==> src/logic/vicTimingPkg.sv <==
/*
 * Raster timing definitions for the video fetch engine.
 * Slot kinds, line layout and sprite counts.
 */

package vicTimingPkg;

	// ============================================================
	// Slot kinds
	// ============================================================

	// Kind of fetch slot walked by the sequencer
	typedef enum logic [1:0] {
		slotRef,
		slotChar,
		slotSprite,
		slotIdle
	} slotKind_e;

	// ============================================================
	// Line and frame layout
	// ============================================================

	// Refresh slots at the start of every line
	localparam int REF_SLOTS = 5;
	// Matrix/graphic slot pairs per line
	localparam int CHAR_COLS = 40;
	// Sprite groups per line, one pointer fetch each
	localparam int MIBCNT = 8;
	// Data fetches that follow each sprite pointer
	localparam int SPR_DATA = 3;
	// Scanlines per character row
	localparam int ROW_LINES = 8;
	// Character rows per frame
	localparam int TEXT_ROWS = 25;

endpackage

==> src/logic/vicMemPkg.sv <==
/*
 * Video memory definitions.
 * Address and data widths, credit depth, fetch kinds,
 * the decoded view of a returned word and sprite pointer offsets.
 */

package vicMemPkg;

	// Video address and returned data widths
	localparam int ADDR_W = 14;
	localparam int DATA_W = 12;

	// Requests the external memory can hold at once
	localparam int CREDITS = 4;

	// Kind of fetch, carried with every request and returned word
	typedef enum logic [2:0] {
		kindRef,
		kindMatrix,
		kindGfx,
		kindSprPtr,
		kindSprData
	} fetchKind_e;

	// A matrix word carries colour in the top nibble and the character code below
	typedef struct packed {
		logic [3:0] colour;
		logic [7:0] code;
	} matrixView_t;

	// A sprite pointer word only uses the low byte
	typedef struct packed {
		logic [3:0] unused;
		logic [7:0] pointer;
	} ptrView_t;

	// One returned word, read through whichever view its kind calls for
	typedef union packed {
		matrixView_t matrix;
		ptrView_t ptr;
	} fetchWord_u;

	// Sprite pointers sit at the end of the video matrix
	localparam logic [ADDR_W-1:0] SPR_PTR40 = 14'h03F8;
	localparam logic [ADDR_W-1:0] SPR_PTR80 = 14'h07F0;

endpackage

==> src/logic/vicIfs.sv <==
/*
 * Interfaces between the fetch engine blocks.
 * slotIf from sequencer to address generator, fetchReqIf from
 * address generator to issue block, fetchRetIf for decoded returns.
 */
`timescale 1ns/1ns

// One fetch slot, transferred when valid and ready are both high
interface slotIf;
	logic valid;
	vicTimingPkg::slotKind_e kind;
	// High half of the old phi02 cycle
	logic phase;
	logic [10:0] vmIndex;
	logic [2:0] scanline;
	logic [2:0] spriteNum;
	logic [7:0] refCount;
	logic ready;

	modport source(output valid, kind, phase, vmIndex, scanline, spriteNum, refCount,
		input ready);
	modport sink(input valid, kind, phase, vmIndex, scanline, spriteNum, refCount,
		output ready);
endinterface

// A formed video address waiting for a credit
interface fetchReqIf;
	logic valid;
	logic [vicMemPkg::ADDR_W-1:0] addr;
	vicMemPkg::fetchKind_e kind;
	logic [2:0] spriteNum;
	logic ready;

	modport source(output valid, addr, kind, spriteNum, input ready);
	modport sink(input valid, addr, kind, spriteNum, output ready);
endinterface

// Returned words the address generator depends on, as single-cycle pulses
interface fetchRetIf;
	logic charValid;
	logic [7:0] charCode;
	logic ptrValid;
	logic [2:0] ptrNum;
	logic [7:0] ptrValue;

	modport source(output charValid, charCode, ptrValid, ptrNum, ptrValue);
	modport sink(input charValid, charCode, ptrValid, ptrNum, ptrValue);
endinterface

==> src/logic/vicSlotSequencer.sv <==
/*
 * Slot sequencer for the video fetch engine.
 * Walks refresh, matrix/graphic and sprite slots across each line,
 * and the scanline, row base and refresh counters across the frame.
 */
`timescale 1ns/1ns

module vicSlotSequencer (
	input logic clk33,
	input logic arstN,
	slotIf.source slot
);

	// Column position, with one value for the whole sprite region
	logic [5:0] slotPos;
	logic phase;
	logic [2:0] spriteNum;
	logic [1:0] sprIdx;
	logic [2:0] scanline;
	logic [10:0] rowBase;
	logic [7:0] refCount;
	logic started;
	logic xfer;
	logic inRef;
	logic inChar;
	logic [5:0] column;
	logic lastRef;
	logic lastCol;
	logic lastData;
	logic lastSprite;
	logic lastLine;
	logic lastRow;

	// ============================================================
	// Position decode
	// ============================================================

	assign xfer = slot.valid && slot.ready;
	assign inRef = slotPos < 6'(vicTimingPkg::REF_SLOTS);
	assign inChar = !inRef &&
		(slotPos < 6'(vicTimingPkg::REF_SLOTS + vicTimingPkg::CHAR_COLS));
	assign column = slotPos - 6'(vicTimingPkg::REF_SLOTS);

	assign lastRef = slotPos == 6'(vicTimingPkg::REF_SLOTS - 1);
	assign lastCol = slotPos == 6'(vicTimingPkg::REF_SLOTS + vicTimingPkg::CHAR_COLS - 1);
	assign lastData = sprIdx == 2'(vicTimingPkg::SPR_DATA - 1);
	assign lastSprite = spriteNum == 3'(vicTimingPkg::MIBCNT - 1);
	assign lastLine = scanline == 3'(vicTimingPkg::ROW_LINES - 1);
	assign lastRow = rowBase ==
		11'((vicTimingPkg::TEXT_ROWS - 1) * vicTimingPkg::CHAR_COLS);

	// Slot outputs come straight from the counters
	assign slot.valid = started;
	assign slot.phase = phase;
	assign slot.vmIndex = rowBase + {5'b00000, column};
	assign slot.scanline = scanline;
	assign slot.spriteNum = spriteNum;
	assign slot.refCount = refCount;

	always_comb begin
		if (!started)
			slot.kind = vicTimingPkg::slotIdle;
		else if (inRef)
			slot.kind = vicTimingPkg::slotRef;
		else if (inChar)
			slot.kind = vicTimingPkg::slotChar;
		else
			slot.kind = vicTimingPkg::slotSprite;
	end

	// ============================================================
	// Counters, stepped only on a transfer
	// ============================================================

	always_ff @(posedge clk33 or negedge arstN) begin
		if (!arstN) begin
			started <= 1'b0;
			slotPos <= 6'd0;
			phase <= 1'b0;
			spriteNum <= 3'd0;
			sprIdx <= 2'd0;
			scanline <= 3'd0;
			rowBase <= 11'd0;
			refCount <= 8'hFF;
		end else begin
			started <= 1'b1;
			if (xfer) begin
				if (inRef) begin
					refCount <= refCount - 8'd1;
					slotPos <= slotPos + 6'd1;
					// The first matrix fetch takes the high phase
					phase <= lastRef;
				end else if (inChar) begin
					if (phase)
						phase <= 1'b0;
					else begin
						slotPos <= slotPos + 6'd1;
						// Past the last column the sprite pointer comes in the low phase
						phase <= !lastCol;
					end
				end else if (!phase) begin
					// Pointer done, data fetches follow in the high phase
					phase <= 1'b1;
					sprIdx <= 2'd0;
				end else if (!lastData)
					sprIdx <= sprIdx + 2'd1;
				else begin
					sprIdx <= 2'd0;
					phase <= 1'b0;
					if (!lastSprite)
						spriteNum <= spriteNum + 3'd1;
					else begin
						// End of line
						spriteNum <= 3'd0;
						slotPos <= 6'd0;
						if (!lastLine)
							scanline <= scanline + 3'd1;
						else begin
							scanline <= 3'd0;
							// Wrap the frame after the last character row
							rowBase <= lastRow ? 11'd0 :
								rowBase + 11'(vicTimingPkg::CHAR_COLS);
						end
					end
				end
			end
		end
	end

endmodule

==> src/logic/vicAddressGen.sv <==
/*
 * Address generator for the video fetch engine.
 * Forms the video address for each slot, registers it as a request,
 * and keeps the last character code, sprite pointers and data counters.
 */
`timescale 1ns/1ns

module vicAddressGen (
	input logic clk33,
	input logic arstN,
	input logic col80,
	input logic bmm,
	input logic ecm,
	input logic [13:0] vm,
	input logic [13:0] cb,
	slotIf.sink slot,
	fetchReqIf.source req,
	fetchRetIf.sink ret
);

	logic [7:0] charCode;
	logic charSeen;
	logic [vicTimingPkg::MIBCNT-1:0] ptrSeen;
	logic [7:0] sprPtr [vicTimingPkg::MIBCNT];
	logic [5:0] sprCnt [vicTimingPkg::MIBCNT];
	logic [13:0] sprOffset;
	logic [13:0] addrNext;
	vicMemPkg::fetchKind_e kindNext;
	logic depOk;
	logic stageFree;
	logic take;
	logic frameStart;

	assign sprOffset = col80 ? vicMemPkg::SPR_PTR80 : vicMemPkg::SPR_PTR40;

	// ============================================================
	// Address forming
	// ============================================================

	always_comb begin
		addrNext = 14'h3FFF;
		kindNext = vicMemPkg::kindRef;
		case (slot.kind)
			vicTimingPkg::slotRef:
				addrNext = {6'b111111, slot.refCount};
			vicTimingPkg::slotChar: begin
				if (slot.phase) begin
					addrNext = vm + {3'b000, slot.vmIndex};
					kindNext = vicMemPkg::kindMatrix;
				end else begin
					kindNext = vicMemPkg::kindGfx;
					if (bmm)
						addrNext = {1'b0, cb[13], 12'd0} + {slot.vmIndex, slot.scanline};
					else
						addrNext = {cb[13:11], charCode, slot.scanline};
					// Extended colour steals two code bits for the background select
					if (ecm)
						addrNext[10:9] = 2'b00;
				end
			end
			vicTimingPkg::slotSprite: begin
				if (!slot.phase) begin
					addrNext = vm + sprOffset + {11'd0, slot.spriteNum};
					kindNext = vicMemPkg::kindSprPtr;
				end else begin
					addrNext = {sprPtr[slot.spriteNum], sprCnt[slot.spriteNum]};
					kindNext = vicMemPkg::kindSprData;
				end
			end
			default: ;
		endcase
	end

	// Graphic and sprite data slots wait for the word they depend on
	always_comb begin
		depOk = 1'b1;
		if (slot.kind == vicTimingPkg::slotChar && !slot.phase)
			depOk = charSeen;
		else if (slot.kind == vicTimingPkg::slotSprite && slot.phase)
			depOk = ptrSeen[slot.spriteNum];
	end

	assign stageFree = !req.valid || req.ready;
	assign slot.ready = stageFree && depOk;
	assign take = slot.valid && slot.ready;
	assign frameStart = take && slot.kind == vicTimingPkg::slotChar && slot.phase &&
		slot.vmIndex == 11'd0 && slot.scanline == 3'd0;

	// ============================================================
	// Control state
	// ============================================================

	always_ff @(posedge clk33 or negedge arstN) begin
		if (!arstN) begin
			req.valid <= 1'b0;
			charSeen <= 1'b0;
			ptrSeen <= '0;
			for (int i = 0; i < vicTimingPkg::MIBCNT; i++)
				sprCnt[i] <= 6'd0;
		end else begin
			// Output stage holds while the issue block has no room
			if (stageFree)
				req.valid <= take;
			if (ret.charValid)
				charSeen <= 1'b1;
			if (ret.ptrValid)
				ptrSeen[ret.ptrNum] <= 1'b1;
			if (take && kindNext == vicMemPkg::kindMatrix)
				charSeen <= 1'b0;
			if (take && kindNext == vicMemPkg::kindSprPtr)
				ptrSeen[slot.spriteNum] <= 1'b0;
			if (frameStart) begin
				for (int i = 0; i < vicTimingPkg::MIBCNT; i++)
					sprCnt[i] <= 6'd0;
			end
			if (take && kindNext == vicMemPkg::kindSprData)
				sprCnt[slot.spriteNum] <= sprCnt[slot.spriteNum] + 6'd1;
		end
	end

	// Request payload and returned words
	always_ff @(posedge clk33) begin
		if (take) begin
			req.addr <= addrNext;
			req.kind <= kindNext;
			req.spriteNum <= slot.spriteNum;
		end
		if (ret.charValid)
			charCode <= ret.charCode;
		if (ret.ptrValid)
			sprPtr[ret.ptrNum] <= ret.ptrValue;
	end

endmodule

==> src/logic/vicFetchIssue.sv <==
/*
 * Fetch issue block for the video fetch engine.
 * Credit counter, in-order queue of requests in flight, and
 * decode of returned words for the address generator and pixel side.
 */
`timescale 1ns/1ns

module vicFetchIssue (
	input logic clk33,
	input logic arstN,
	input logic memCredit,
	input logic memRdValid,
	input logic [vicMemPkg::DATA_W-1:0] memRdData,
	fetchReqIf.sink req,
	fetchRetIf.source ret,
	output logic memReqValid,
	output logic [vicMemPkg::ADDR_W-1:0] memAddr,
	output vicMemPkg::fetchKind_e memKindOut,
	output logic pixValid,
	output vicMemPkg::fetchKind_e pixKind,
	output logic [vicMemPkg::DATA_W-1:0] pixData
);

	logic [2:0] creditCnt;
	vicMemPkg::fetchKind_e qKind [vicMemPkg::CREDITS];
	logic [2:0] qSpr [vicMemPkg::CREDITS];
	logic [1:0] wrPtr;
	logic [1:0] rdPtr;
	logic [2:0] qCount;
	logic issue;
	logic pop;
	vicMemPkg::fetchKind_e headKind;
	logic [2:0] headSpr;
	vicMemPkg::fetchWord_u rdWord;

	// ============================================================
	// Request side
	// ============================================================

	// Room needs both a credit and a free queue entry
	assign req.ready = (creditCnt != 3'd0) && (qCount != 3'(vicMemPkg::CREDITS));
	assign issue = req.valid && req.ready;

	assign memReqValid = issue;
	assign memAddr = req.addr;
	assign memKindOut = req.kind;

	// Words come back in request order, so the head of the queue tags them
	assign pop = memRdValid && (qCount != 3'd0);
	assign headKind = qKind[rdPtr];
	assign headSpr = qSpr[rdPtr];
	assign rdWord = memRdData;

	always_ff @(posedge clk33 or negedge arstN) begin
		if (!arstN) begin
			creditCnt <= 3'(vicMemPkg::CREDITS);
			wrPtr <= 2'd0;
			rdPtr <= 2'd0;
			qCount <= 3'd0;
		end else begin
			case ({issue, memCredit})
				2'b10: creditCnt <= creditCnt - 3'd1;
				2'b01: creditCnt <= creditCnt + 3'd1;
				default: ;
			endcase
			if (issue)
				wrPtr <= wrPtr + 2'd1;
			if (pop)
				rdPtr <= rdPtr + 2'd1;
			case ({issue, pop})
				2'b10: qCount <= qCount + 3'd1;
				2'b01: qCount <= qCount - 3'd1;
				default: ;
			endcase
		end
	end

	// Queue entries carry only the kind and sprite number
	always_ff @(posedge clk33) begin
		if (issue) begin
			qKind[wrPtr] <= req.kind;
			qSpr[wrPtr] <= req.spriteNum;
		end
	end

	// ============================================================
	// Return side
	// ============================================================

	always_ff @(posedge clk33 or negedge arstN) begin
		if (!arstN) begin
			pixValid <= 1'b0;
			ret.charValid <= 1'b0;
			ret.ptrValid <= 1'b0;
		end else begin
			// Refresh words end here and never reach the pixel pipeline
			pixValid <= pop && headKind != vicMemPkg::kindRef;
			ret.charValid <= pop && headKind == vicMemPkg::kindMatrix;
			ret.ptrValid <= pop && headKind == vicMemPkg::kindSprPtr;
		end
	end

	always_ff @(posedge clk33) begin
		if (pop) begin
			pixKind <= headKind;
			pixData <= memRdData;
			ret.charCode <= rdWord.matrix.code;
			ret.ptrNum <= headSpr;
			ret.ptrValue <= rdWord.ptr.pointer;
		end
	end

endmodule

==> src/logic/vicFetchTop.sv <==
/*
 * Top level of the video fetch engine.
 * Sequencer, address generator and issue block joined by interfaces.
 */
`timescale 1ns/1ns

module vicFetchTop (
	input logic clk33,
	input logic arstN,
	input logic col80,
	input logic bmm,
	input logic ecm,
	input logic [13:0] vm,
	input logic [13:0] cb,
	output logic memReqValid,
	output logic [vicMemPkg::ADDR_W-1:0] memAddr,
	output vicMemPkg::fetchKind_e memKindOut,
	input logic memCredit,
	input logic memRdValid,
	input logic [vicMemPkg::DATA_W-1:0] memRdData,
	output logic pixValid,
	output vicMemPkg::fetchKind_e pixKind,
	output logic [vicMemPkg::DATA_W-1:0] pixData
);

	slotIf slotBus ();
	fetchReqIf reqBus ();
	fetchRetIf retBus ();

	// Input side walks the raster
	vicSlotSequencer uSeq (
		.clk33 (clk33),
		.arstN (arstN),
		.slot (slotBus.source)
	);

	// Slot to address, one registered stage
	vicAddressGen uAddrGen (
		.clk33 (clk33),
		.arstN (arstN),
		.col80 (col80),
		.bmm (bmm),
		.ecm (ecm),
		.vm (vm),
		.cb (cb),
		.slot (slotBus.sink),
		.req (reqBus.source),
		.ret (retBus.sink)
	);

	// Credit flow control toward memory and in-order return
	vicFetchIssue uIssue (
		.clk33 (clk33),
		.arstN (arstN),
		.memCredit (memCredit),
		.memRdValid (memRdValid),
		.memRdData (memRdData),
		.req (reqBus.sink),
		.ret (retBus.source),
		.memReqValid (memReqValid),
		.memAddr (memAddr),
		.memKindOut (memKindOut),
		.pixValid (pixValid),
		.pixKind (pixKind),
		.pixData (pixData)
	);

endmodule

==> config.mk <==
export PLATFORM = sky130hd
export DESIGN_NAME = vicFetchTop
export DESIGN_NICKNAME = d
export VERILOG_FILES = /design/src/logic/vicTimingPkg.sv /design/src/logic/vicMemPkg.sv /design/src/logic/vicIfs.sv /design/src/logic/vicSlotSequencer.sv /design/src/logic/vicAddressGen.sv /design/src/logic/vicFetchIssue.sv /design/src/logic/vicFetchTop.sv
export SDC_FILE = /design/constraint.sdc
export NUM_CORES = 1
export LEC_CHECK = 0
export ABC_AREA = 1
export BUFFER_PORTS_ARGS = -buffer_cell sky130_fd_sc_hd__clkbuf_2
export CAP_MARGIN = 20
export CELL_PAD_IN_SITES_DETAIL_PLACEMENT = 0
export CELL_PAD_IN_SITES_GLOBAL_PLACEMENT = 1
export CORE_MARGIN = 2
export CORE_UTILIZATION = 28
export DETAILED_ROUTE_END_ITERATION = 8
export HOLD_SLACK_MARGIN = 0.15
export PLACE_DENSITY = 0.62
export SLEW_MARGIN = 20
export SYNTH_ARGS = -nofsm -noshare
export SYNTH_HDL_FRONTEND = slang
export SYNTH_SLANG_ARGS = --single-unit
export TNS_END_PERCENT = 50
==> constraint.sdc <==
create_clock -name clk33 -period 3 [get_ports clk33]
set_input_delay 0.75 -clock clk33 [delete_from_list [all_inputs] [get_ports clk33]]
set_output_delay 0.75 -clock clk33 [all_outputs]
set_load 0.02 [all_outputs]
* Yosys cells after proc, flatten, opt, wreduce, memory -nomap -nowiden *
Memory sizes are Yosys's and may differ from the RTL's. A register that Yosys moved wholly into a read port is not among the register bits.
Index checks and enable logic that the tools add are counted.

operators by class
  bitwise gates (word level) = 6
  multipliers = 0
  muxes and demuxes = 54
  add/sub/neg operators = 19
  div/mod/pow operators = 0
  shifts and indexed selects = 0
  equality and inequality tests = 19
  reduce and logical (&&, ||, !) cells = 44
  order comparisons = 8

operator list
  operator                                               number
  2-to-1 mux 48 bit                                      2
  2-to-1 mux 6 bit                                       9
  bitwise mux 48 bit                                     1
  2-to-1 mux 14 bit                                      3
  case mux 14 bit (3 select lines)                       1
  2-to-1 mux 11 bit                                      2
  logical AND 1 bit                                      21
  binary-select mux 6 bit (select 3 bit)                 1
  demux 6 bit (select 3 bit)                             1
  case mux 3 bit (2 select lines)                        3
  nonzero test 3 bit                                     6
  2-to-1 mux 1 bit                                       16
  2-to-1 mux 8 bit                                       2
  adder 13 x 14 -> 14 bit                                1
  adder 14 x 11 -> 14 bit                                1
  adder 14 bit                                           1
  adder 14 x 3 -> 14 bit                                 1
  2-to-1 mux 2 bit                                       7
  adder 3 x 1 -> 3 bit, second input constant            4
  adder 6 x 1 -> 6 bit, second input constant            2
  adder 11 x 6 -> 11 bit                                 1
  adder 11 x 6 -> 11 bit, second input constant          1
  equality test 11 x 10 -> 1 bit, second input constant  1
  logical NOT 11 bit                                     1
  other kinds (36)                                       61

storage, ports and cells
  input port bits = 47
  ROM bits = 0
  memories kept = 3
  bits in writable memories = 88
  latch bits = 0
  register bits = 157

memories
  name             depth  bits a word  read ports  clocked after memory_dff  write ports  line                 source
  uAddrGen.sprPtr  8      8            1           0                         1            vicAddressGen.sv:24  logic [7:0] sprPtr [vicTimingPkg::MIBCNT];
  uIssue.qKind     4      3            1           0                         1            vicFetchIssue.sv:25  vicMemPkg::fetchKind_e qKind [vicMemPkg::CREDITS];
  uIssue.qSpr      4      3            1           1                         1            vicFetchIssue.sv:26  logic [2:0] qSpr [vicMemPkg::CREDITS];

* Logic depth before layout (Yosys ltp) *
  depth after elaboration = 19
  depth in mapped cells = 27
  depth with buffers taken out = 27

* Hierarchy *
Synthesis repeated with hierarchy kept, for this count alone.

unflattened totals
  cell total of the unflattened synthesis = 1470
  area total of the unflattened synthesis = 12878.6 um^2

by module, submodules not included
  module            cells an instance  area an instance (um^2)  seq. area each (um^2)  instances
  vicAddressGen     956                8067.7                   4214.0                 1
  vicFetchIssue     199                2473.6                   1587.8                 1
  vicSlotSequencer  315                2337.2                   810.8                  1

* Worst setup path after synthesis *
No wires, ideal clock.

  path type = reg-to-reg
  start = register uSeq.slotPos[0]
  end = register uAddrGen.req.addr[10] (data pin)
  cell stages (with the launch flop) = 24
  required time = 2735 ps
  path slack = -172 ps
  clock period less this slack = 3172 ps
  arrival time = 2906 ps
  path buffers = 0
  cells stage by stage = dfrtp_1 -> inv_1 -> ha_1 -> inv_1 -> nand2_2 -> nand2_1 -> xor2_1 -> ha_1 -> nand2_1 -> nand2_1 -> nand2_1 -> nand2_1 -> nand2_1 -> nor2_1 -> xor2_1 -> ha_1 -> inv_1 -> o21ai_0 -> nor2_1 -> nand3_1 -> nor2_1 -> o21ai_0 -> nand3_1 -> nand4_1

on the way
  longest elaborated chain between the ends = 8

RTL lines
  element                                                                          line                    source
  start, declared                                                                  vicSlotSequencer.sv:15  logic [5:0] slotPos;
  start signal, assigned                                                           vicSlotSequencer.sv:90  slotPos <= slotPos + 6'd1;
  start signal, assigned                                                           vicSlotSequencer.sv:97  slotPos <= slotPos + 6'd1;
  parallel branches: the longest is 7 deep, another holds adder 13 x 14 -> 14 bit  n/a
  case mux 14 bit (3 select lines) (*)                                             vicAddressGen.sv:43     case (slot.kind)
  net uAddrGen.addrNext[10]                                                        vicAddressGen.sv:27     logic [13:0] addrNext;
  end signal, assigned                                                             vicAddressGen.sv:124    req.addr <= addrNext;
  end, declared                                                                    vicIfs.sv:34            modport source(output valid, addr, kind, spriteNum, input ready);

Mark *: on every way through the listed nets, which the timed path passes.
A chain may end at the register's enable or synchronous reset.

* Worst setup path in the final report *
  start = register uSeq.slotPos[0]
  end = register uAddrGen.req.addr[13] (data pin)

on the way
  longest elaborated chain between the ends = 8

RTL lines
  element                                                                          line
  parallel branches: the longest is 7 deep, another holds adder 13 x 14 -> 14 bit  n/a
  case mux 14 bit (3 select lines) (*)                                             vicAddressGen.sv:43
  net uAddrGen.addrNext[13]                                                        vicAddressGen.sv:27

Marked as above.

==> metrics.csv <==
stage,metric,value,unit
outcome,outcome,"complete, but fails checks",
outcome,failing checks,negative setup slack,
worst_setup_path,critical path endpoint category,flop,
cts,clock-pin slew on the worst setup and hold paths,60,ps
cts,H-tree levels,1,
yosys,Gate Count Post-Synth,1315,
yosys,#FFs+latches synth,237,
placement,GPL Wtd Cong,0.880,
worst_setup_path,reg2reg path depth,21,
yosys,number of flops mapped to enable cells by yosys,134,
timing,Worst-Margin Slew,1010,ps
global_route,global-route wire length before repair,56400,µm
pwr,part of the power in combinational logic,35.1,%
global_route,global route overflow,0,
route,DRC violations left,0,
pwr,switch share,35.7,%
timing,final setup TNS,-1700,ps
final_layout,share of layout cells above drive strength 1,24.7,%
worst_setup_path,"critical path fanouts, max",5,
pwr,P_leak,6.49,nW
timing,Final setup viols,10,
yosys,Syn Nets,1407,
final_layout,nets,1588,
pwr,pwr dens,801,nW/µm²
timing,FMAX,0.308,GHz
route,via count,9917,
route,WL final,36900,µm
cts,CTS tree,yes,
worst_setup_path,Reg2Reg Capture Point,uAddrGen.req.addr[13],
cts,TritonCTS Sinks,237,
yosys,Yosys warnings,0,
global_route,initial antenna violation count,0,
placement,placed wire-length estimate,27100,µm
final_layout,Ant. Diodes,0,
global_route,vias in the first global route,9674,
pwr,Pint,0.00794,W
worst_setup_path,critical path data required time,3310,ps
timing,unrepaired setup endpoints after global routing,yes,
timing,Final Hold Violating Endpoints,0,
timing,final worst-path cycle share,108,%
timing,post-route worst setup slack,-251,ps
worst_setup_path,CP Data Arrival Time,3560,ps
route,Wirelength per Cell,17.5,µm
die,DIE AREA,45300,µm²
final_layout,end-of-flow core utilization,35.8,%
final_layout,"Design Area, Final",15400,µm²
final_layout,filler instances,4402,
route,vias per inst,4.71,
cts,TritonCTS Buffers,30,
worst_hold_path,Min-Delay Path Class,input pin to asynchronous set/reset pin,
placement,Port-buffer cells,69,
yosys,"Seq/Total Area, Yosys",54.1,%
timing,Slew HR,32.1,%
pwr,peak supply drop,0.000533,V
final_layout,Storage cell area,6610,µm²
pwr,switching power,0.00442,W
route,initial drt markers,721,
worst_setup_path,Worst R2R Start,uSeq.slotPos[0],
cts,CTS Hold Bufs,0,
timing,clock skew,19.3,ps
final_layout,Multi-input gate area,5420,µm²
yosys,asr flop ratio synth,43.5,%
placement,Area after DPL,13900,µm²
placement,DP Worst Slack,-425,ps
worst_setup_path,WS Path Type,flop to flop,
timing,final slew viol count,0,
die,Rows,76,
timing,Period minus WS final,3250,ps
route,post-route antenna net violation count,0,
die,Core Box Area,43100,µm²
yosys,most used flip-flop cell after synthesis,edfxtp_1,
worst_setup_path,CP startpoint kind,flop,
job,MaxCap Viol Count,0,
die,initial core utilization,28.4,%
cts,Root Buffer,clkbuf_16,
yosys,mapped cell area,12200,µm²
global_route,largest net degree at the start of global routing,55,
global_route,Total GRT Usage,16.5,%
pwr,clock share of power,27.5,%
die,die height,213,µm
cts,clk buf depth,3,
die,# IOs,81,
yosys,"Distinct cells, synth",51,
worst_setup_path,R2R Setup Slk,-250,ps
final_layout,Area Overhead vs Synth,26.3,%
route,drt pass-1 iters,5,
cts,Worst-Skew Late Latency,580,ps
die,die width,213,µm
yosys,Mapped Avg Cell Area,9.29,µm²
pwr,Flop pwr share,37.4,%
[layout make-up]
class	instances	share of cell area [%]
flip-flops and latches	237	42.9
multi-input cells	910	35.1
repair buffers	176	7.71
clock buffers	37	5.04
well taps	585	4.75
inverters	141	3.48
clock inverters	19	1.02
[synthesized netlist by cell type (8+ instances only)]
master / count / share of area [%]
nor2_1: 113 / 3.5
nand4_1: 18 / 0.92
dfrtp_1: 94 / 19
ha_1: 41 / 4.2
edfxtp_1: 134 / 33
o21ai_0: 72 / 3.0
nand2_1: 326 / 10
o22ai_1: 36 / 1.8
clkbuf_1: 9 / 0.28
nand3_1: 120 / 4.9
dfstp_2: 9 / 1.9
inv_1: 120 / 3.7
buf_4: 8 / 0.49
a21oi_1: 50 / 2.0
inv_2: 19 / 0.58
nor2_4: 9 / 0.83
xnor2_1: 10 / 0.72
xor2_1: 29 / 2.1
nor3_1: 10 / 0.41
nand2_2: 8 / 0.41
[stage by stage]
| stage | power [W] | hold WS (ps) | std cells |
|---|---|---|---|
| final | 0.0124 | 275 | 2105 |
| after global routing | 0.0131 | 319 | 2105 |
| after CTS | 0.0123 | 287 | 2097 |
| after detailed placement | 0.00855 | 488 | 2037 |
| after global placement | 0.00849 | 477 | 2037 |
| after floorplan | 0.00690 | 454 | 1315 |
[state kept, by name, indices dropped and copies added, names as in the netlist, 6 cells and up]
signal	flops
uSeq.slotPos	6
uAddrGen.sprPtr	64
uIssue.pixData	12
uAddrGen.req.addr	14
uAddrGen.sprCnt	48
uIssue.qKind	12
uSeq.rowBase	8
uAddrGen.charCode	8
uAddrGen.ptrSeen	8
uSeq.slot.refCount	8
uIssue.qSpr	12
[logic make-up (layout without fill, tap and decap cells)]
group           after synthesis  after routing  share of synthesized area (%)
simple gates                636            636                           23.4
flops                       237            237                           54.1
compound gates              185            185                           8.61
buf+inv                     168            373                           5.79
fa+ha+maj                    45             45                           4.86
xor+xnor                     41             41                           3.06
other cells                   2              2                         0.0615
mux                           1              1                         0.0922
[layout by cell type, fill, tap and decap left out, types with 10 or more instances in the layout]
cell	instances
nand3_1	109
clkbuf_16	30
inv_1	111
buf_4	105
ha_4	12
nor2_4	12
xnor2_1	10
clkbuf_2	68
xor2_1	23
nand2_1	307
nand3_2	14
o22ai_1	35
o21ai_0	62
nand4_1	18
ha_1	29
dfrtp_1	94
edfxtp_1	134
nand2_2	20
nor2_1	107
a21oi_1	45
inv_2	26
[how the worst max path moves through the flow]
stage                    start                    end  slack (ps)  depth (start not counted)
5_1_grt        uSeq.slotPos[0]  uAddrGen.req.addr[13]        -480                         21
3_5_place_dp   uSeq.slotPos[1]  uAddrGen.req.addr[11]        -430                         18
6_report       uSeq.slotPos[0]  uAddrGen.req.addr[13]        -250                         21
4_1_cts        uSeq.slotPos[1]  uAddrGen.req.addr[10]        -270                         23
2_1_floorplan  uSeq.slotPos[0]  uAddrGen.req.addr[10]         -80                         23
3_3_place_gp   uSeq.slotPos[0]  uAddrGen.req.addr[11]        -430                         18
[what timing repair did]
action                     in CTS  in global routing
pin swaps                      24                 35
cloned                          0                  0
setup endpoints to repair      10                 57
buffers inserted                4                  8
resized for setup              48                 56
[worst max-delay path, stage by stage, from the launching register on]
cell	delay, ps
dfrtp_1	410
o21ai_2	170
nand3_2	160
xor2_4	240
ha_4	290
nand2_2	70
nor2_4	150
nor2_4	50
nand2_4	110
nand2_2	70
nand2_2	80
nand2_4	70
ha_4	300
nand2_4	60
nor3_4	210
nand3_2	120
nand3_4	110
nand2_1	50
nand2_1	60
nand3_1	70
nand2_1	80
nand2_1	70
[layer usage]
metal	track usage, %	share of wire (%)
met2	27.5	47
met5	0	0
met4	5.50	3.5
met3	2.84	5.2
met1	21.7	44
[power by group through the flow]
stage	Sequential, W	Clock, W	Combinational, W
3_5_place_dp	0.00469	0	0.00386
4_1_cts	0.00463	0.00350	0.00412
6_report	0.00463	0.00339	0.00433
5_1_grt	0.00470	0.00362	0.00481
2_1_floorplan	0.00471	0	0.00219
3_3_place_gp	0.00467	0	0.00383
Power figures use the tool's default switching activity.
